File: config.mk
export PLATFORM = sky130hd
export DESIGN_NAME = bnn_accel_top
export DESIGN_NICKNAME = d
export VERILOG_FILES = /design/src/verilog/bnn_pkg.sv /design/src/verilog/bnn_accel_top.sv /design/src/verilog/bnn_controller.sv /design/src/verilog/bnn_core.sv /design/src/verilog/image_buffer.sv /design/src/verilog/spi_peripheral.sv
export SDC_FILE = /design/constraint.sdc
export NUM_CORES = 1
export LEC_CHECK = 0
export BUFFER_PORTS_ARGS = -buffer_cell sky130_fd_sc_hd__buf_2
export CORE_MARGIN = 4
export CORE_UTILIZATION = 30
export CTS_BUF_LIST = sky130_fd_sc_hd__clkbuf_4
export DETAILED_ROUTE_END_ITERATION = 7
export GPL_ROUTABILITY_DRIVEN = 0
export HOLD_SLACK_MARGIN = 0.15
export SLEW_MARGIN = 20
export SYNTH_ARGS = -nofsm -noshare
export SYNTH_HDL_FRONTEND = slang
export SYNTH_SLANG_ARGS = --single-unit
File: constraint.sdc
create_clock -name clk -period 6.74 [get_ports clk]
set_clock_uncertainty 0.15 [all_clocks]
set_input_delay 0.337 -clock clk [delete_from_list [all_inputs] [get_ports clk]]
set_output_delay 0.337 -clock clk [all_outputs]
set_load 0.005 [all_outputs]
File: src/verilog/bnn_pkg.sv
// ~~~~~~~~~~~~~~~~~~~~~~~~~~~~~~~~~~~~~~~~~~~~~~~~~~~~~~~~~~~~~~~~~~~~
// BNN shared definitions: image sizes, SPI and result words, FSM
// states and the fixed binary weight rule
// ~~~~~~~~~~~~~~~~~~~~~~~~~~~~~~~~~~~~~~~~~~~~~~~~~~~~~~~~~~~~~~~~~~~~
package bnn_pkg;

  localparam int IMG_PIXELS      = 784;               // 28 x 28 binary image
  localparam int IMG_BYTES_DEF   = IMG_PIXELS / 8;    // 8 pixels per byte
  localparam int NUM_CLASSES_DEF = 10;                // Up to 16 supported
  localparam int SCORE_W         = $clog2(IMG_PIXELS + 1); // Holds 0..784

  // Received SPI byte, plus the synchronized chip-select level
  typedef struct packed {
    logic       cs_active; // cs_n low after sync
    logic       valid;     // One-cycle strobe per byte
    logic [7:0] data;      // MSB first on the wire
  } spi_byte_t;

  // Classification outcome
  typedef struct packed {
    logic               valid;
    logic [3:0]         cls;   // Winning class index
    logic [SCORE_W-1:0] score; // Matching pixel count
  } bnn_result_t;

  // Frame sequencing
  typedef enum logic [2:0] {
    IDLE,
    IMG_RX,
    INFERENCE,
    RESULT_TX,
    CLEAR
  } ctrl_state_t;

  // Weight bits of class k for packed image byte b, bit 7 first in time.
  // Pixel p gets bit 3 of p * (2k + 1)
  function automatic logic [7:0] weight_byte(input int k, input int b);
    logic [7:0] w;
    int         prod;
    for (int j = 0; j < 8; j++) begin
      prod     = (b * 8 + j) * (2 * k + 1);
      w[7 - j] = prod[3]; // j = 0 lands in the MSB
    end
    return w;
  endfunction

endpackage

File: src/verilog/bnn_accel_top.sv
// ~~~~~~~~~~~~~~~~~~~~~~~~~~~~~~~~~~~~~~~~~~~~~~~~~~~~~~~~~~~~~~~~~~~~
// BNN accelerator top: SPI slave, image buffer, scorer and controller
// ~~~~~~~~~~~~~~~~~~~~~~~~~~~~~~~~~~~~~~~~~~~~~~~~~~~~~~~~~~~~~~~~~~~~
`timescale 1ns/1ns

module bnn_accel_top #(
  parameter int IMG_BYTES   = bnn_pkg::IMG_BYTES_DEF,
  parameter int NUM_CLASSES = bnn_pkg::NUM_CLASSES_DEF
) (
  input  logic                 clk,
  input  logic                 rst_n,
  input  logic                 sclk,
  input  logic                 copi,
  input  logic                 cs_n,
  output logic                 cipo,
  output bnn_pkg::bnn_result_t result
);
  import bnn_pkg::*;

  spi_byte_t   rx;
  logic [7:0]  tx_byte;
  logic        wr_en, clear, start, done;
  logic        full, empty;
  logic [6:0]  rd_addr;
  logic [7:0]  rd_data;
  bnn_result_t score_result;

  spi_peripheral #(.SYNC_STAGES(2)) u_spi (
    .clk(clk), .rst_n(rst_n), .sclk(sclk), .copi(copi), .cs_n(cs_n),
    .tx_byte(tx_byte), .cipo(cipo), .rx(rx)
  );

  image_buffer #(.IMG_BYTES(IMG_BYTES)) u_buf (
    .clk(clk), .rst_n(rst_n), .wr_en(wr_en), .wr_data(rx.data), .clear(clear),
    .rd_addr(rd_addr), .rd_data(rd_data), .full(full), .empty(empty)
  );

  bnn_core #(.IMG_BYTES(IMG_BYTES), .NUM_CLASSES(NUM_CLASSES)) u_core (
    .clk(clk), .rst_n(rst_n), .start(start), .rd_addr(rd_addr),
    .done(done), .score_result(score_result), .rd_data(rd_data)
  );

  bnn_controller u_ctrl (
    .clk(clk), .rst_n(rst_n), .rx(rx), .full(full), .empty(empty), .done(done),
    .score_result(score_result), .wr_en(wr_en), .clear(clear), .start(start),
    .tx_byte(tx_byte), .result(result)
  );

endmodule

File: src/verilog/bnn_controller.sv
// ~~~~~~~~~~~~~~~~~~~~~~~~~~~~~~~~~~~~~~~~~~~~~~~~~~~~~~~~~~~~~~~~~~~~
// Frame FSM: image receive, inference, result return, buffer clear
// ~~~~~~~~~~~~~~~~~~~~~~~~~~~~~~~~~~~~~~~~~~~~~~~~~~~~~~~~~~~~~~~~~~~~
`timescale 1ns/1ns

module bnn_controller (
  input  logic                 clk,
  input  logic                 rst_n,
  input  bnn_pkg::spi_byte_t   rx,
  input  logic                 full,
  input  logic                 empty,
  input  logic                 done,
  input  bnn_pkg::bnn_result_t score_result,
  output logic                 wr_en,
  output logic                 clear,
  output logic                 start,
  output logic [7:0]           tx_byte,
  output bnn_pkg::bnn_result_t result
);
  import bnn_pkg::*;

  ctrl_state_t state, next_state;
  logic        enter_clear;
  logic        cs_active;   // Synchronized chip select

  assign cs_active   = rx.cs_active;
  assign enter_clear = (state != CLEAR) && (next_state == CLEAR);

  // Only image bytes go to the buffer, polls are ignored
  assign wr_en = rx.valid && (state == IMG_RX);

  always_comb begin
    next_state = state;
    case (state)
      IDLE:      if (cs_active) next_state = IMG_RX;
      IMG_RX: begin
        if (full)
          next_state = INFERENCE;
        else if (!cs_active)
          next_state = CLEAR;          // Host gave up mid-frame
      end
      INFERENCE: if (done) next_state = RESULT_TX;
      RESULT_TX: if (!cs_active) next_state = CLEAR;
      CLEAR:     if (empty) next_state = IDLE;
      default:   next_state = IDLE;
    endcase
  end

  always_ff @(posedge clk or negedge rst_n) begin
    if (!rst_n) begin
      state   <= IDLE;
      start   <= 1'b0;
      clear   <= 1'b0;
      tx_byte <= 8'h00;
      result  <= '0;
    end else begin
      state <= next_state;
      start <= (state == IMG_RX) && (next_state == INFERENCE); // One cycle after full
      clear <= enter_clear;                                    // First CLEAR cycle only

      if (state == INFERENCE && done) begin
        result  <= score_result;
        tx_byte <= {4'h8, score_result.cls};   // 0x80 + class
      end else if (next_state != RESULT_TX) begin
        tx_byte <= 8'h00;                      // Not ready yet
      end

      if (enter_clear)
        result.valid <= 1'b0;
    end
  end

endmodule

File: src/verilog/bnn_core.sv
// ~~~~~~~~~~~~~~~~~~~~~~~~~~~~~~~~~~~~~~~~~~~~~~~~~~~~~~~~~~~~~~~~~~~~
// Sequential XNOR-popcount scorer over all classes with argmax
// ~~~~~~~~~~~~~~~~~~~~~~~~~~~~~~~~~~~~~~~~~~~~~~~~~~~~~~~~~~~~~~~~~~~~
`timescale 1ns/1ns

module bnn_core #(
  parameter int IMG_BYTES   = bnn_pkg::IMG_BYTES_DEF,
  parameter int NUM_CLASSES = bnn_pkg::NUM_CLASSES_DEF
) (
  input  logic                 clk,
  input  logic                 rst_n,
  input  logic                 start,
  output logic [6:0]           rd_addr,
  output logic                 done,
  output bnn_pkg::bnn_result_t score_result,
  input  logic [7:0]           rd_data
);
  import bnn_pkg::*;

  logic               busy;
  logic [3:0]         cls;        // Class being scored
  logic [6:0]         step;       // 0..IMG_BYTES, one spare for read latency
  logic [SCORE_W-1:0] acc;        // Partial score of current class
  logic [SCORE_W-1:0] best_score;
  logic [3:0]         best_cls;
  logic               res_valid;
  logic [6:0]         byte_idx;   // Byte whose data is on rd_data
  logic [7:0]         wbyte;
  logic [7:0]         match;
  logic [SCORE_W-1:0] sum;
  logic               last_step;
  logic               last_cls;

  // Step s reads byte s and consumes byte s-1
  assign rd_addr   = (step < 7'(IMG_BYTES)) ? step : 7'd0;
  assign byte_idx  = (step == 7'd0) ? 7'd0 : step - 7'd1;
  assign last_step = (step == 7'(IMG_BYTES));
  assign last_cls  = (cls == 4'(NUM_CLASSES - 1));

  always_comb begin
    wbyte = weight_byte(int'(cls), int'(byte_idx));
    match = ~(rd_data ^ wbyte);                     // 1 where pixel agrees
    sum   = acc + SCORE_W'($countones(match));
  end

  always_ff @(posedge clk or negedge rst_n) begin
    if (!rst_n) begin
      busy       <= 1'b0;
      cls        <= 4'd0;
      step       <= 7'd0;
      acc        <= '0;
      best_score <= '0;
      best_cls   <= 4'd0;
      res_valid  <= 1'b0;
      done       <= 1'b0;
    end else begin
      done <= 1'b0;
      if (start) begin
        busy       <= 1'b1;
        cls        <= 4'd0;
        step       <= 7'd0;
        acc        <= '0;
        best_score <= '0;                 // Class 0 wins any all-zero tie
        best_cls   <= 4'd0;
        res_valid  <= 1'b0;
      end else if (busy) begin
        if (last_step) begin
          // Strictly greater, so the lowest index keeps a tie
          if (sum > best_score) begin
            best_score <= sum;
            best_cls   <= cls;
          end
          acc  <= '0;
          step <= 7'd0;
          if (last_cls) begin
            busy      <= 1'b0;
            done      <= 1'b1;
            res_valid <= 1'b1;
          end else begin
            cls <= cls + 4'd1;
          end
        end else begin
          if (step != 7'd0)
            acc <= sum;                    // Step 0 has no data yet
          step <= step + 7'd1;
        end
      end
    end
  end

  assign score_result.valid = res_valid;
  assign score_result.cls   = best_cls;
  assign score_result.score = best_score;

  // Controller waits for done before any new frame
  a_start_when_idle : assert property (
    @(posedge clk) disable iff (!rst_n) start |-> !busy
  );

endmodule

File: src/verilog/image_buffer.sv
// ~~~~~~~~~~~~~~~~~~~~~~~~~~~~~~~~~~~~~~~~~~~~~~~~~~~~~~~~~~~~~~~~~~~~
// Packed image store with write counter and registered read port
// ~~~~~~~~~~~~~~~~~~~~~~~~~~~~~~~~~~~~~~~~~~~~~~~~~~~~~~~~~~~~~~~~~~~~
`timescale 1ns/1ns

module image_buffer #(
  parameter int IMG_BYTES = bnn_pkg::IMG_BYTES_DEF
) (
  input  logic       clk,
  input  logic       rst_n,
  input  logic       wr_en,
  input  logic [7:0] wr_data,
  input  logic       clear,
  input  logic [6:0] rd_addr,
  output logic [7:0] rd_data,
  output logic       full,
  output logic       empty
);

  logic [7:0] mem [IMG_BYTES];
  logic [6:0] wr_ptr;   // Next byte slot, also fill level
  logic       do_write;

  assign full     = (wr_ptr == 7'(IMG_BYTES));
  assign empty    = (wr_ptr == 7'd0);
  assign do_write = wr_en && !full && !clear; // Overflow bytes dropped

  always_ff @(posedge clk or negedge rst_n) begin
    if (!rst_n) begin
      wr_ptr <= 7'd0;
    end else if (clear) begin
      wr_ptr <= 7'd0;                  // Old data left, just unreachable
    end else if (do_write) begin
      wr_ptr <= wr_ptr + 7'd1;
    end
  end

  always_ff @(posedge clk) begin
    if (do_write)
      mem[wr_ptr] <= wr_data;
    rd_data <= mem[rd_addr];         // One cycle read latency
  end

  // Controller leaves IMG_RX before the next byte can arrive
  a_no_write_when_full : assert property (
    @(posedge clk) disable iff (!rst_n) wr_en |-> !full
  );

endmodule

File: src/verilog/spi_peripheral.sv
// ~~~~~~~~~~~~~~~~~~~~~~~~~~~~~~~~~~~~~~~~~~~~~~~~~~~~~~~~~~~~~~~~~~~~
// Mode-0 SPI slave: pin synchronizers, byte deserializer, tx serializer
// ~~~~~~~~~~~~~~~~~~~~~~~~~~~~~~~~~~~~~~~~~~~~~~~~~~~~~~~~~~~~~~~~~~~~
`timescale 1ns/1ns

module spi_peripheral #(
  parameter int SYNC_STAGES = 2
) (
  input  logic                clk,
  input  logic                rst_n,
  input  logic                sclk,
  input  logic                copi,
  input  logic                cs_n,
  input  logic [7:0]          tx_byte,
  output logic                cipo,
  output bnn_pkg::spi_byte_t  rx
);
  import bnn_pkg::*;

  logic [SYNC_STAGES-1:0] sclk_sync;
  logic [SYNC_STAGES-1:0] copi_sync;
  logic [SYNC_STAGES-1:0] cs_sync;
  logic                   sclk_s, copi_s, cs_s;
  logic                   sclk_q;     // Synced sclk, one cycle older
  logic                   cs_q;       // Synced cs_n, one cycle older
  logic                   sclk_rise, sclk_fall;
  logic [2:0]             bit_cnt;    // Bits taken in current byte
  logic [6:0]             rx_sr;      // Bits so far, newest in LSB
  logic [7:0]             rx_data;
  logic                   rx_valid;
  logic [7:0]             tx_sr;      // MSB drives cipo

  assign sclk_s = sclk_sync[SYNC_STAGES-1];
  assign copi_s = copi_sync[SYNC_STAGES-1];
  assign cs_s   = cs_sync[SYNC_STAGES-1];

  assign sclk_rise = sclk_s & ~sclk_q;  // Sample edge in mode 0
  assign sclk_fall = ~sclk_s & sclk_q;  // Launch edge

  always_ff @(posedge clk or negedge rst_n) begin
    if (!rst_n) begin
      sclk_sync <= '0;
      copi_sync <= '0;
      cs_sync   <= '1;                   // Deselected
      sclk_q    <= 1'b0;
      cs_q      <= 1'b1;
      bit_cnt   <= 3'd0;
      rx_valid  <= 1'b0;
      tx_sr     <= 8'h00;
    end else begin
      sclk_sync <= {sclk_sync[SYNC_STAGES-2:0], sclk};
      copi_sync <= {copi_sync[SYNC_STAGES-2:0], copi};
      cs_sync   <= {cs_sync[SYNC_STAGES-2:0], cs_n};
      sclk_q    <= sclk_s;
      cs_q      <= cs_s;
      rx_valid  <= 1'b0;
      if (cs_s) begin
        bit_cnt <= 3'd0;                 // Realign on every deselect
      end else begin
        if (cs_q) begin
          tx_sr <= tx_byte;              // cs_n just fell
        end else if (sclk_fall) begin
          // Byte boundary picks up the latest status
          tx_sr <= (bit_cnt == 3'd0) ? tx_byte : {tx_sr[6:0], 1'b0};
        end
        if (sclk_rise) begin
          bit_cnt <= bit_cnt + 3'd1;     // Wraps to 0 after bit 7
          if (bit_cnt == 3'd7)
            rx_valid <= 1'b1;
        end
      end
    end
  end

  // Shift data path
  always_ff @(posedge clk) begin
    if (!cs_s && sclk_rise) begin
      rx_sr <= {rx_sr[5:0], copi_s};
      if (bit_cnt == 3'd7)
        rx_data <= {rx_sr, copi_s};
    end
  end

  assign cipo = tx_sr[7];

  assign rx.cs_active = ~cs_s;
  assign rx.valid     = rx_valid;
  assign rx.data      = rx_data;

  // Deselect must flush any byte in flight
  a_no_valid_deselected : assert property (
    @(posedge clk) disable iff (!rst_n) rx.valid |-> rx.cs_active
  );

endmodule
; Word-level counts from Yosys, hierarchy flattened
; Memory sizes are Yosys's and may differ from the RTL's. A register that Yosys moved wholly into a read port is not among the register bits.
; Index checks and enable logic that the tools add are counted.
[classes]
addsub = 21
mul = 8
magnitude_cmp = 2
n_eq_ne = 13
muxes = 55
bitwise_logic = 7
n_reduce_logical = 31
[ops]
columns = op, n
row1 = $mul A32 B32 Y4, 7
row2 = $mux W10, 8
row3 = $mux W7, 7
row4 = $add A10 B3 Y11 const B, 4
row5 = $add A10 B10 Y10, 4
row6 = $mux W8, 5
row7 = $mul A8 B32 Y1, 1
row8 = $mux W4, 8
row9 = $add A10 B2 Y11 const B, 2
row10 = $mux W3, 7
row11 = $mux W1, 18
row12 = $reduce_bool A2 Y1, 9
row13 = $mux W15, 1
row14 = $pmux W3 S5, 1
row15 = $add A7 B1 Y7 const B, 2
row16 = $eq A7 B7 Y1 const B, 2
row17 = $logic_not A7 Y1, 2
row18 = $add A10 B1 Y11 const B, 1
row19 = $gt A10 B10 Y1, 1
row20 = $eq A3 B2 Y1 const B, 3
row21 = $eq A3 B3 Y1 const B, 3
row22 = $reduce_and A3 Y1, 3
row23 = $add A1 B1 Y2, 4
row24 = $not A8 Y8, 1
row25 = other kinds (19), 33
[word_totals]
register_bits = 108
ram_bits = 784
input_bits = 5
out_inout_bits = 16
word_cells = 164
mem_count = 1
[memory_table]
columns = name, depth, width, read_ports, rd_clocked_by_memory_dff, write_ports, line
row1 = u_buf.mem, 98, 8, 1, 1, 1, image_buffer.sv:20  ; logic [7:0] mem [IMG_BYTES];

; Logic depth before layout (Yosys ltp)
; Gate-level depths: netlist of the first run.
[depth]
ltp_word = 15
ltp_mapped = 31
mapped_depth_nobuf = 27

; Modules after synthesis
; Synthesis of the first run repeated with hierarchy kept, for this count alone.
[hier_totals]
cells_unflattened = 1996
hier_area_um2 = 36450.0
[modules_own_cells]
columns = module, instances, cells_per_inst, area_per_inst_um2, seq_area_each_um2
row1 = image_buffer, 1, 1558, 31381.3, 23877.9
row2 = bnn_core, 1, 281, 2706.3, 950.9
row3 = spi_peripheral, 1, 84, 1290.0, 954.7
row4 = bnn_controller, 1, 73, 1072.3, 625.6

; Worst setup path after synthesis of the first run
; OpenSTA, ideal clock, no wires.
[synth_timing]
kind = register to register
start = register u_core.step[0]
end = register u_core.best_cls[0]
setup_time_ns = 0.132
arrival_time_ns = 6.532
t_required_ns = 6.458
setup_slack_ns = -0.074
path_stages_with_launch = 32
path_buffers = 4
period_less_slack_ns = 6.814
cell_sequence = dfrtp_1 > buf_2 > clkinv_1 > clkbuf_1 > clkbuf_1 > ha_1 > and3_1 > nor2_1 > xnor2_1 > xor2_1 > xor2_1 > ha_1 > inv_1 > fa_1 > fa_1 > fa_1 > inv_1 > fa_1 > a21o_1 > a21oi_1 > nor2b_1 > nand2_1 > xnor2_1 > ha_1 > nand4_1 > nor2_1 > a21oi_1 > o211ai_1 > nand2_1 > clkbuf_1 > mux2i_1 > nor2_1
[synth_via]
elab_chain_cells = 13
elab_cells_between_ends = 33
classes_between = add/sub (16) / mul (8) / order compare (1) / eq/ne (1) / mux (1) / bitwise (2) / reduce/logical (4)
[synth_rtl]
columns = element, line
row1 = from (decl), bnn_core.sv:22  ; logic [6:0] step;
row2 = from (signal assigned), bnn_core.sv:85  ; step <= step + 7'd1;
row3 = $sub A7 B1 Y7 / $logic_not A7 Y1 (equally long branches), bnn_core.sv:36  ; assign byte_idx = (step == 7'd0) ? 7'd0 : step - 7'd1;
row4 = $mux W7, bnn_core.sv:36
row5 = $add A10 B3 Y11 (tied with other cells), bnn_pkg.sv:41  ; prod = (b * 8 + j) * (2 * k + 1);
row6 = $mul A32 B32 Y4, bnn_pkg.sv:41
row7 = $xor A8 B8 Y8, bnn_core.sv:42  ; match = ~(rd_data ^ wbyte);
row8 = $not A8 Y8, bnn_core.sv:42
row9 = $add A1 B1 Y2 (not written as such), bnn_core.sv:43  ; sum = acc + SCORE_W'($countones(match));
row10 = $add A10 B10 Y10 (not written as such) (2 in a row), bnn_core.sv:43
row11 = $add A10 B10 Y10, bnn_core.sv:43
row12 = $gt A10 B10 Y1, bnn_core.sv:69  ; if (sum > best_score) begin
row13 = $reduce_bool A2 Y1 (no source line), --
row14 = $reduce_and A3 Y1 (no source line) *, --
row15 = to (signal assigned), bnn_core.sv:71  ; best_cls <= cls;
row16 = to (decl), bnn_core.sv:25  ; logic [3:0] best_cls;
; Every way passes the cells marked *; elsewhere a longest branch is shown, timed or not.
; A chain may end at the register's enable or synchronous reset.

; Worst setup path after layout of the first run
[layout_timing]
start = register u_core.step[0]
end = register u_core.best_score[1]
[layout_via]
elab_chain_cells = 14
elab_cells_between_ends = 37
classes_between = add/sub (16) / mul (8) / order compare (1) / eq/ne (1) / mux (5) / bitwise (2) / reduce/logical (4)
[layout_rtl]
columns = element, line
row1 = branches (longest 14 deep; another with $mul A32 B32 Y4), --
row2 = to (signal assigned), bnn_core.sv:70  ; best_score <= sum;
row3 = to (decl), bnn_core.sv:24  ; logic [SCORE_W-1:0] best_score;
; Parallel ways; which one is timed is not known. The select of a mux whose other input is x is not followed.

==> impl_summary.log, run 1 <==
[metrics] outcome: finished, final reports clean
[metrics] insertion delay of the later-clocked pin in the worst-skew pair: 1.11 ns
[metrics] commonest register cell after synthesis: edfxtp_1
[metrics] number of enable-type register cells in the synthesized netlist: 799
[metrics] # Max-Cap Violations: 0
[metrics] placeable core area: 122000 um^2
[metrics] number of instances in the synthesized netlist: 2526
[metrics] Worst Path Arrival: 6.89 ns
[metrics] largest stage delay on the critical path: 0.54 ns
[metrics] fraction of layout cells with a size suffix above 1: 0.197
[metrics] register area share after synthesis: 0.713
[metrics] transition time of the tightest slew-check pin: 1.15 ns
[metrics] most frequent cells after synthesis: edfxtp_1, nor2_1, nand2_1
[metrics] CP max FO: 15
[metrics] Filler Cells Inserted: 11.7k
[metrics] setup_tns: 0 ns
[metrics] global-route wire length before repair: 144 mm
[metrics] largest family of logic cells by synthesized area: compound AO/OA/AOI/OAI gates
[metrics] Yosys top cell by area: edfxtp_1
[metrics] Setup crit start kind: flip-flop
[metrics] classification of the worst setup path: reg -> reg
[metrics] maximum number of pins on one net before global-route repair: 120
[metrics] Post-DRT Antenna Nets: 0
[metrics] Avg Cell Area, Syn: 14.7 um^2
[metrics] fraction of registers with async set or reset after synthesis: 0.100
[metrics] type of the most critical hold path: reg -> reg
[metrics] number of endpoints failing setup at the final stage: 0
[metrics] power per cell area: 250 nW/um^2
[metrics] post-synth top area share: 0.648
[metrics] initial detailed-routing violation count: 2315
[metrics] TritonCTS clock tree: built
[metrics] Leak: 14.0 nW
[metrics] critical path's most frequent cell: fa_1
[metrics] TritonCTS buffer count: 224
[metrics] count of H-tree levels built during CTS: 4
[metrics] DIE AREA: 129000 um^2
[metrics] Std-Cell Rows: 128
[metrics] Adder-Cell Fraction of Synth Area: 0.0137
[metrics] Max stage delay cell, worst path: fa_1
[metrics] final WL: 95.9 mm
[metrics] number of design rule violations left after detail routing: 0
[metrics] final critical path time including I/O delays and setup: 6.14 ns
[metrics] Netlist Area Pre-Place: 37000 um^2
[metrics] layout net count: 2722
[metrics] layout-stage area growth over the synthesis result: 13.2%
[metrics] routed via count divided by cell count: 5.04
[metrics] Top Ports: 21
[metrics] timing startpoint of the critical path: u_core.step[0]
[metrics] data required time of the worst path: 7.49 ns
[metrics] proportion of synthesized area in mux cells: 0.0744
[metrics] gr usage total: 0.145
[metrics] number of nets produced by synthesis: 2568
[metrics] startpoint of the lowest-slack register-to-register path: u_core.step[0]
[metrics] routed length on met1: 41.1 mm
[metrics] dominant cell by count in the synthesized netlist: edfxtp_1
[metrics] Max VDD drop: 0.139 mV
[metrics] post-route clock period utilization: 0.911
[metrics] vias in the first global route: 22.3k
[metrics] worst max-slew margin expressed relative to the limit: 0.228
[metrics] unrepaired setup endpoints after global routing: no
[metrics] flops & latches, synth: 897
[metrics] instance area at placement: 39000 um^2
[metrics] synthesized-area fraction occupied by xor and xnor cells: 0.00709
[metrics] antenna violations before repair: 3
[metrics] start point of the worst hold path: u_spi.copi_sync[0]
[metrics] die extent in y: 359 um
[metrics] synthesized-area fraction occupied by ao, oa, aoi and oai cells: 0.103
[metrics] width of the die: 359 um
[metrics] number of endpoints with negative hold slack in the final report: 0
[metrics] top post-synthesis cells by area: edfxtp_1, dfrtp_1, mux2i_1, mux2_2, nor2_1
[metrics] setup repair bufs after CTS: 0
[metrics] Top Metal Used: met4
[metrics] worst path buffer plus inverter count: 4
[metrics] clock root cell: clkbuf_4
[metrics] grt total ovfl: 0
[metrics] Initial Util: 0.303
[metrics] number of synthesis warnings: 0
[metrics] deepest clock path buffer count: 3
[metrics] wire length on met2: 43.1 mm
[metrics] met3 routed WL: 8.34 mm
[metrics] number of distinct library cell variants in the gate-level netlist after synthesis: 81
[metrics] type of element capturing the critical path: flip-flop
[metrics] number of pins with negative max-slew slack in the final report: 0
[metrics] vias: 22.5k
[metrics] count of buffers inserted at the top-level ports: 20
[metrics] Sink Count: 897
[metrics] Synth Area in Simple Gates: 0.0650
[metrics] final routed wire length divided by cell count: 21.4 um
[metrics] clock transition time at the flip-flop clock pins of the worst setup and hold paths: 0.06 ns
[metrics] upper clock frequency limit: 163 MHz
[metrics] HPWL after detailed placement: 56.8 mm
[metrics] final instance area: 41900 um^2
[metrics] Worst path top cell family by delay: adder cells
[metrics] number of iterations in the first detailed-routing pass: 7
flip-flops by register name, summed over array words and instances, names as in the netlist, 3 cells and up:
name and flops:
u_buf.wr_ptr 7, u_spi.bit_cnt 3, u_core.cls 4, u_spi.rx_data 8
u_core.best_score 10, u_ctrl.tx_byte 5, u_ctrl.result 15, u_core.best_cls 4
u_ctrl.state 3, u_buf.rd_data 8, u_buf.mem 784, u_spi.tx_sr 8
u_core.acc 10, u_spi.rx_sr 7, u_core.step 7
layer usage:
| layer | global-route usage | vias to the layer above |
|---|---|---|
| met4 | 0.0614 | 0 |
| li1 | - | 10158 |
| met5 | 0 | - |
| met2 | 0.219 | 1017 |
| met1 | 0.197 | 11166 |
| met3 | 0.0393 | 194 |
through the flow:
stage	worst slack, ns	power [W]	instances	utilization	hold WS, ns
4_1_cts	0.328	0.0106	4465	0.343	0.176
2_1_floorplan	0.104	0.00611	2526	-	-0.109
3_3_place_gp	0.455	0.00612	4069	0.319	0.175
5_1_grt	0.0619	0.0109	4472	0.343	0.227
3_5_place_dp	0.394	0.00612	4069	0.319	0.170
6_report	0.598	0.0105	4472	0.343	0.207
logic make-up after synthesis:
| kind of cell | Yosys count |
|---|---|
| AO/OA/AOI/OAI | 572 |
| XOR/XNOR | 30 |
| adder cells (fa/ha/maj) | 37 |
| buffers and inverters | 198 |
| flip-flops | 897 |
| multiplexers | 249 |
| AND/OR/NAND/NOR | 543 |
report_power, final:
part           internal, W  switching, W   total, W  leakage, nW
combinational    0.0000107     0.0000185  0.0000293         3.88
sequential         0.00597    0.00000615    0.00598         8.48
clock              0.00231       0.00218    0.00449         1.69
final cells by class:
| class | instances | area (um^2) | area share |
|---|---|---|---|
| flip-flops and latches | 897 | 26400 | 0.630 |
| multi-input cells | 1431 | 9810 | 0.234 |
| clock buffers | 329 | 2470 | 0.0589 |
| well taps | 1625 | 2030 | 0.0485 |
| repair buffers | 89 | 697 | 0.0166 |
| clock inverters | 57 | 339 | 0.00809 |
| inverters | 37 | 139 | 0.00331 |
| diodes | 7 | 17.5 | 0.000418 |
placed cells by master, fill, tap and decap left out, types with 9 or more instances in the layout:
cell and instances:
a211o_1 17, a211oi_1 38, a21o_1 15, a21oi_1 134
a221oi_1 21, a22o_1 14, a22oi_1 16, a311oi_1 9
a31oi_1 30, and2_1 27, buf_2 19, buf_4 56
clkbuf_4 329, clkinv_1 34, clkinv_2 9, dfrtp_1 85
dlygate4sd3_1 9, edfxtp_1 799, ha_1 31, inv_1 36
mux2_2 81, mux2i_1 155, mux4_2 13, nand2_1 173
nand2b_1 16, nand3_1 43, nand4_1 11, nor2_1 205
nor2b_1 13, nor3_1 14, o211ai_1 18, o21ai_0 141
o221ai_1 19, o22ai_1 12, xnor2_1 15, xor2_1 15
worst register-to-register path: cells and delay by family (launching register included):
kind / cells / cell delay, ns
AOI/OAI and AO/OA: 3 / 0.70
xor gates and xnor gates: 4 / 0.80
muxes: 1 / 0.15
DFF: 1 / 0.43
and+or+nand+nor: 8 / 1.02
adders and majority gates: 7 / 2.29
buffers and inverters: 4 / 0.43
what timing repair did:
| action | in CTS | in global routing |
|---|---|---|
| hold buffers | 10 | 0 |
| gates resized for setup | 0 | 3 |
| setup endpoints to repair | 0 | 14 |
| hold endpoints to repair | 93 | 0 |
final timing paths:
check	depth (start not counted)	slack, ns	end
setup / recovery	27	0.60	u_core.best_score[1]
hold / removal	0	0.21	u_spi.copi_sync[1]
setup reg to reg	27	0.60	u_core.best_score[1]
hold reg to reg	0	0.21	u_spi.copi_sync[1]
max in group asynchronous	5	4.93	u_core.step[0]
min in group asynchronous	5	0.70	u_spi.sclk_sync[0]
Note: power is estimated with default switching activity, not from simulation.
==> run 2: changes to the inputs <==
REMOVE_ABC_BUFFERS = 1   (was unset)
==> impl_summary.log, run 2 (synthesis gave the netlist of run 1 again) <==
[metrics] insertion delay of the later-clocked pin in the worst-skew pair: 1.19 ns
[metrics] power per cell area: 252 nW/um^2
[metrics] startpoint of the lowest-slack register-to-register path: u_core.step[3]
[metrics] reg-to-reg endpoint: u_core.best_score[6]
[metrics] clock transition time at the flip-flop clock pins of the worst setup and hold paths: 0.07 ns
[metrics] post-route clock period utilization: 0.921
[metrics] Worst path top cell family by delay: adder cells
[metrics] Setup crit start kind: flip-flop
[metrics] Initial Util: 0.303
[metrics] Filler Cells Inserted: 11.8k
[metrics] worst-case reg-to-reg path depth: 25
[metrics] part of the total power dissipated in combinational logic: 0.003
[metrics] endpoint of the worst setup timing path: u_core.best_score[6]
[metrics] setup_tns: 0 ns
[metrics] data required time of the worst path: 7.62 ns
[metrics] type of the most critical hold path: reg -> reg
[metrics] CP max FO: 14
[metrics] initial detailed-routing violation count: 2614
[metrics] Levels on crit path: 25
[metrics] number of endpoints failing setup at the final stage: 0
[metrics] max FFs per register: 784
[metrics] critical path's most frequent cell: fa_1
[metrics] vias in the first global route: 22.7k
[metrics] count of H-tree levels built during CTS: 4
[metrics] number of endpoints with negative hold slack in the final report: 0
[metrics] Std-Cell Rows: 128
[metrics] commonest non-fill, non-tap cell in the layout: edfxtp_1
[metrics] upper clock frequency limit: 161 MHz
[metrics] DIE AREA: 129000 um^2
[metrics] transition time of the tightest slew-check pin: 1.21 ns
[metrics] timing startpoint of the critical path: u_core.step[3]
[metrics] setup repair bufs after CTS: 0
[metrics] worst path buffer plus inverter count: 3
[metrics] number of iterations in the first detailed-routing pass: 5
[metrics] setup slack of the critical path after layout: 0.536 ns
[metrics] Leak: 14.1 nW
[metrics] classification of the worst setup path: reg -> reg
[metrics] TritonCTS buffer count: 225
[metrics] share of total power in sequential cells: 0.564
[metrics] TritonCTS clock tree: built
[metrics] outcome: finished, final reports clean
[metrics] register-to-register setup slack: 0.54 ns
[metrics] part of the power in the clock network: 0.433
[metrics] global-route wire length before repair: 147 mm
[metrics] commonest cells after routing, fill and taps aside: edfxtp_1, clkbuf_4, nor2_1, nand2_1, mux2i_1
[metrics] antenna violations before repair: 3
[metrics] grt total ovfl: 0
[metrics] layout-stage area growth over the synthesis result: 13.7%
[metrics] layout net count: 2732
[metrics] clock root cell: clkbuf_4
[metrics] largest stage delay on the critical path: 0.53 ns
[metrics] Hold Crit Depth: 0
[metrics] Internal: 0.00832 W
[metrics] final critical path time including I/O delays and setup: 6.20 ns
[metrics] count of buffers inserted at the top-level ports: 20
[metrics] fraction of layout cells with a size suffix above 1: 0.202
[metrics] placeable core area: 122000 um^2
[metrics] Sink Count: 897
[metrics] Top Ports: 21
[metrics] routed via count divided by cell count: 5.12
[metrics] type of element capturing the critical path: flip-flop
[metrics] register name with the most flops: u_buf.mem
[metrics] final routed wire length divided by cell count: 21.8 um
[metrics] # Max-Cap Violations: 0
[metrics] proportion of total power due to net switching: 0.215
[metrics] maximum number of pins on one net before global-route repair: 131
[metrics] unrepaired setup endpoints after global routing: no
[metrics] number of pins with negative max-slew slack in the final report: 0
[metrics] final WL: 98.1 mm
[metrics] gr usage total: 0.148
[metrics] deepest clock path buffer count: 3
[metrics] Max stage delay cell, worst path: fa_1
[metrics] Post-Place Setup Slack: 0.304 ns
[metrics] die extent in y: 359 um
[metrics] Worst Path Arrival: 7.08 ns
[metrics] Max VDD drop: 0.181 mV
[metrics] largest registers: u_buf.mem (784), u_ctrl.result (15)
[metrics] width of the die: 359 um
[metrics] Post-DRT Antenna Nets: 0
[metrics] number of design rule violations left after detail routing: 0
[metrics] worst max-slew margin expressed relative to the limit: 0.194
[metrics] net switching power: 0.00227 W
[metrics] HPWL after detailed placement: 58.7 mm
[metrics] vias: 23.0k
[run 2: cell count changes in the layout (fill, tap and decap cells not counted), moves of 3 or more]
cell      change
clkbuf_4     +13
buf_4        +10
diode_2       +5
inv_6         -4
clkinv_1      +3
clkinv_8      +3
inv_2         -3
[run 2: area by class of cell]
type | instances | area [um^2] | share of cell area
tap | 1625 | 2030 | 0.0483
timing repair buffer | 98 | 758 | 0.0180
sequential | 897 | 26400 | 0.627
multi-input combinational | 1431 | 9810 | 0.233
antenna | 12 | 30.0 | 0.000713
clock inverter | 57 | 344 | 0.00817
clock buffer | 342 | 2570 | 0.0610
inverter | 37 | 139 | 0.00330
[run 2: worst min path at each step]
stage / startpoint / end / slack (ns)
after floorplan: rst_n / u_buf.wr_ptr[0] / -0.11
after CTS: cs_n / u_spi.cs_sync[0] / 0.18
after detailed placement: rst_n / u_ctrl.result[13] / 0.17
after global routing: cs_n / u_spi.cs_sync[0] / 0.13
final: u_spi.copi_sync[0] / u_spi.copi_sync[1] / 0.21
after global placement: rst_n / u_ctrl.result[10] / 0.17
[run 2: through the flow]
stage	utilization	hold slack, ns	power, W	instances	instance area, um^2
3_5_place_dp	0.319	0.173	0.00612	4076	39000
6_report	0.345	0.208	0.0106	4499	42100
4_1_cts	0.344	0.182	0.0107	4486	42000
2_1_floorplan	-	-0.109	0.00611	2365	36300
3_3_place_gp	0.319	0.171	0.00612	4076	39000
5_1_grt	0.345	0.132	0.0110	4499	42100
[run 2: power by group through the flow]
stage	combinational [W]	sequential [W]	clock, W
floorplan	0.00000958	0.00610	0
global placement	0.0000246	0.00610	0
detailed placement	0.0000251	0.00610	0
CTS	0.0000310	0.00598	0.00471
global route	0.0000346	0.00598	0.00502
finish	0.0000297	0.00598	0.00459
[run 2: routing by layer]
metal  global-route usage  vias to the layer above  part of all wire
met2                0.229                     1032              0.46
met3               0.0335                      190             0.085
li1                     -                    10211                 -
met4               0.0530                        0             0.027
met5                    0                        -                 0
met1                0.205                    11598              0.43
[run 2: what timing repair did]
| item | 4_1_cts | 5_1_grt |
|---|---|---|
| hold buffers | 11 | 0 |
| endpoints found under the hold margin | 93 | 0 |
| gates resized for setup | 0 | 3 |
| setup endpoints to repair | 0 | 9 |
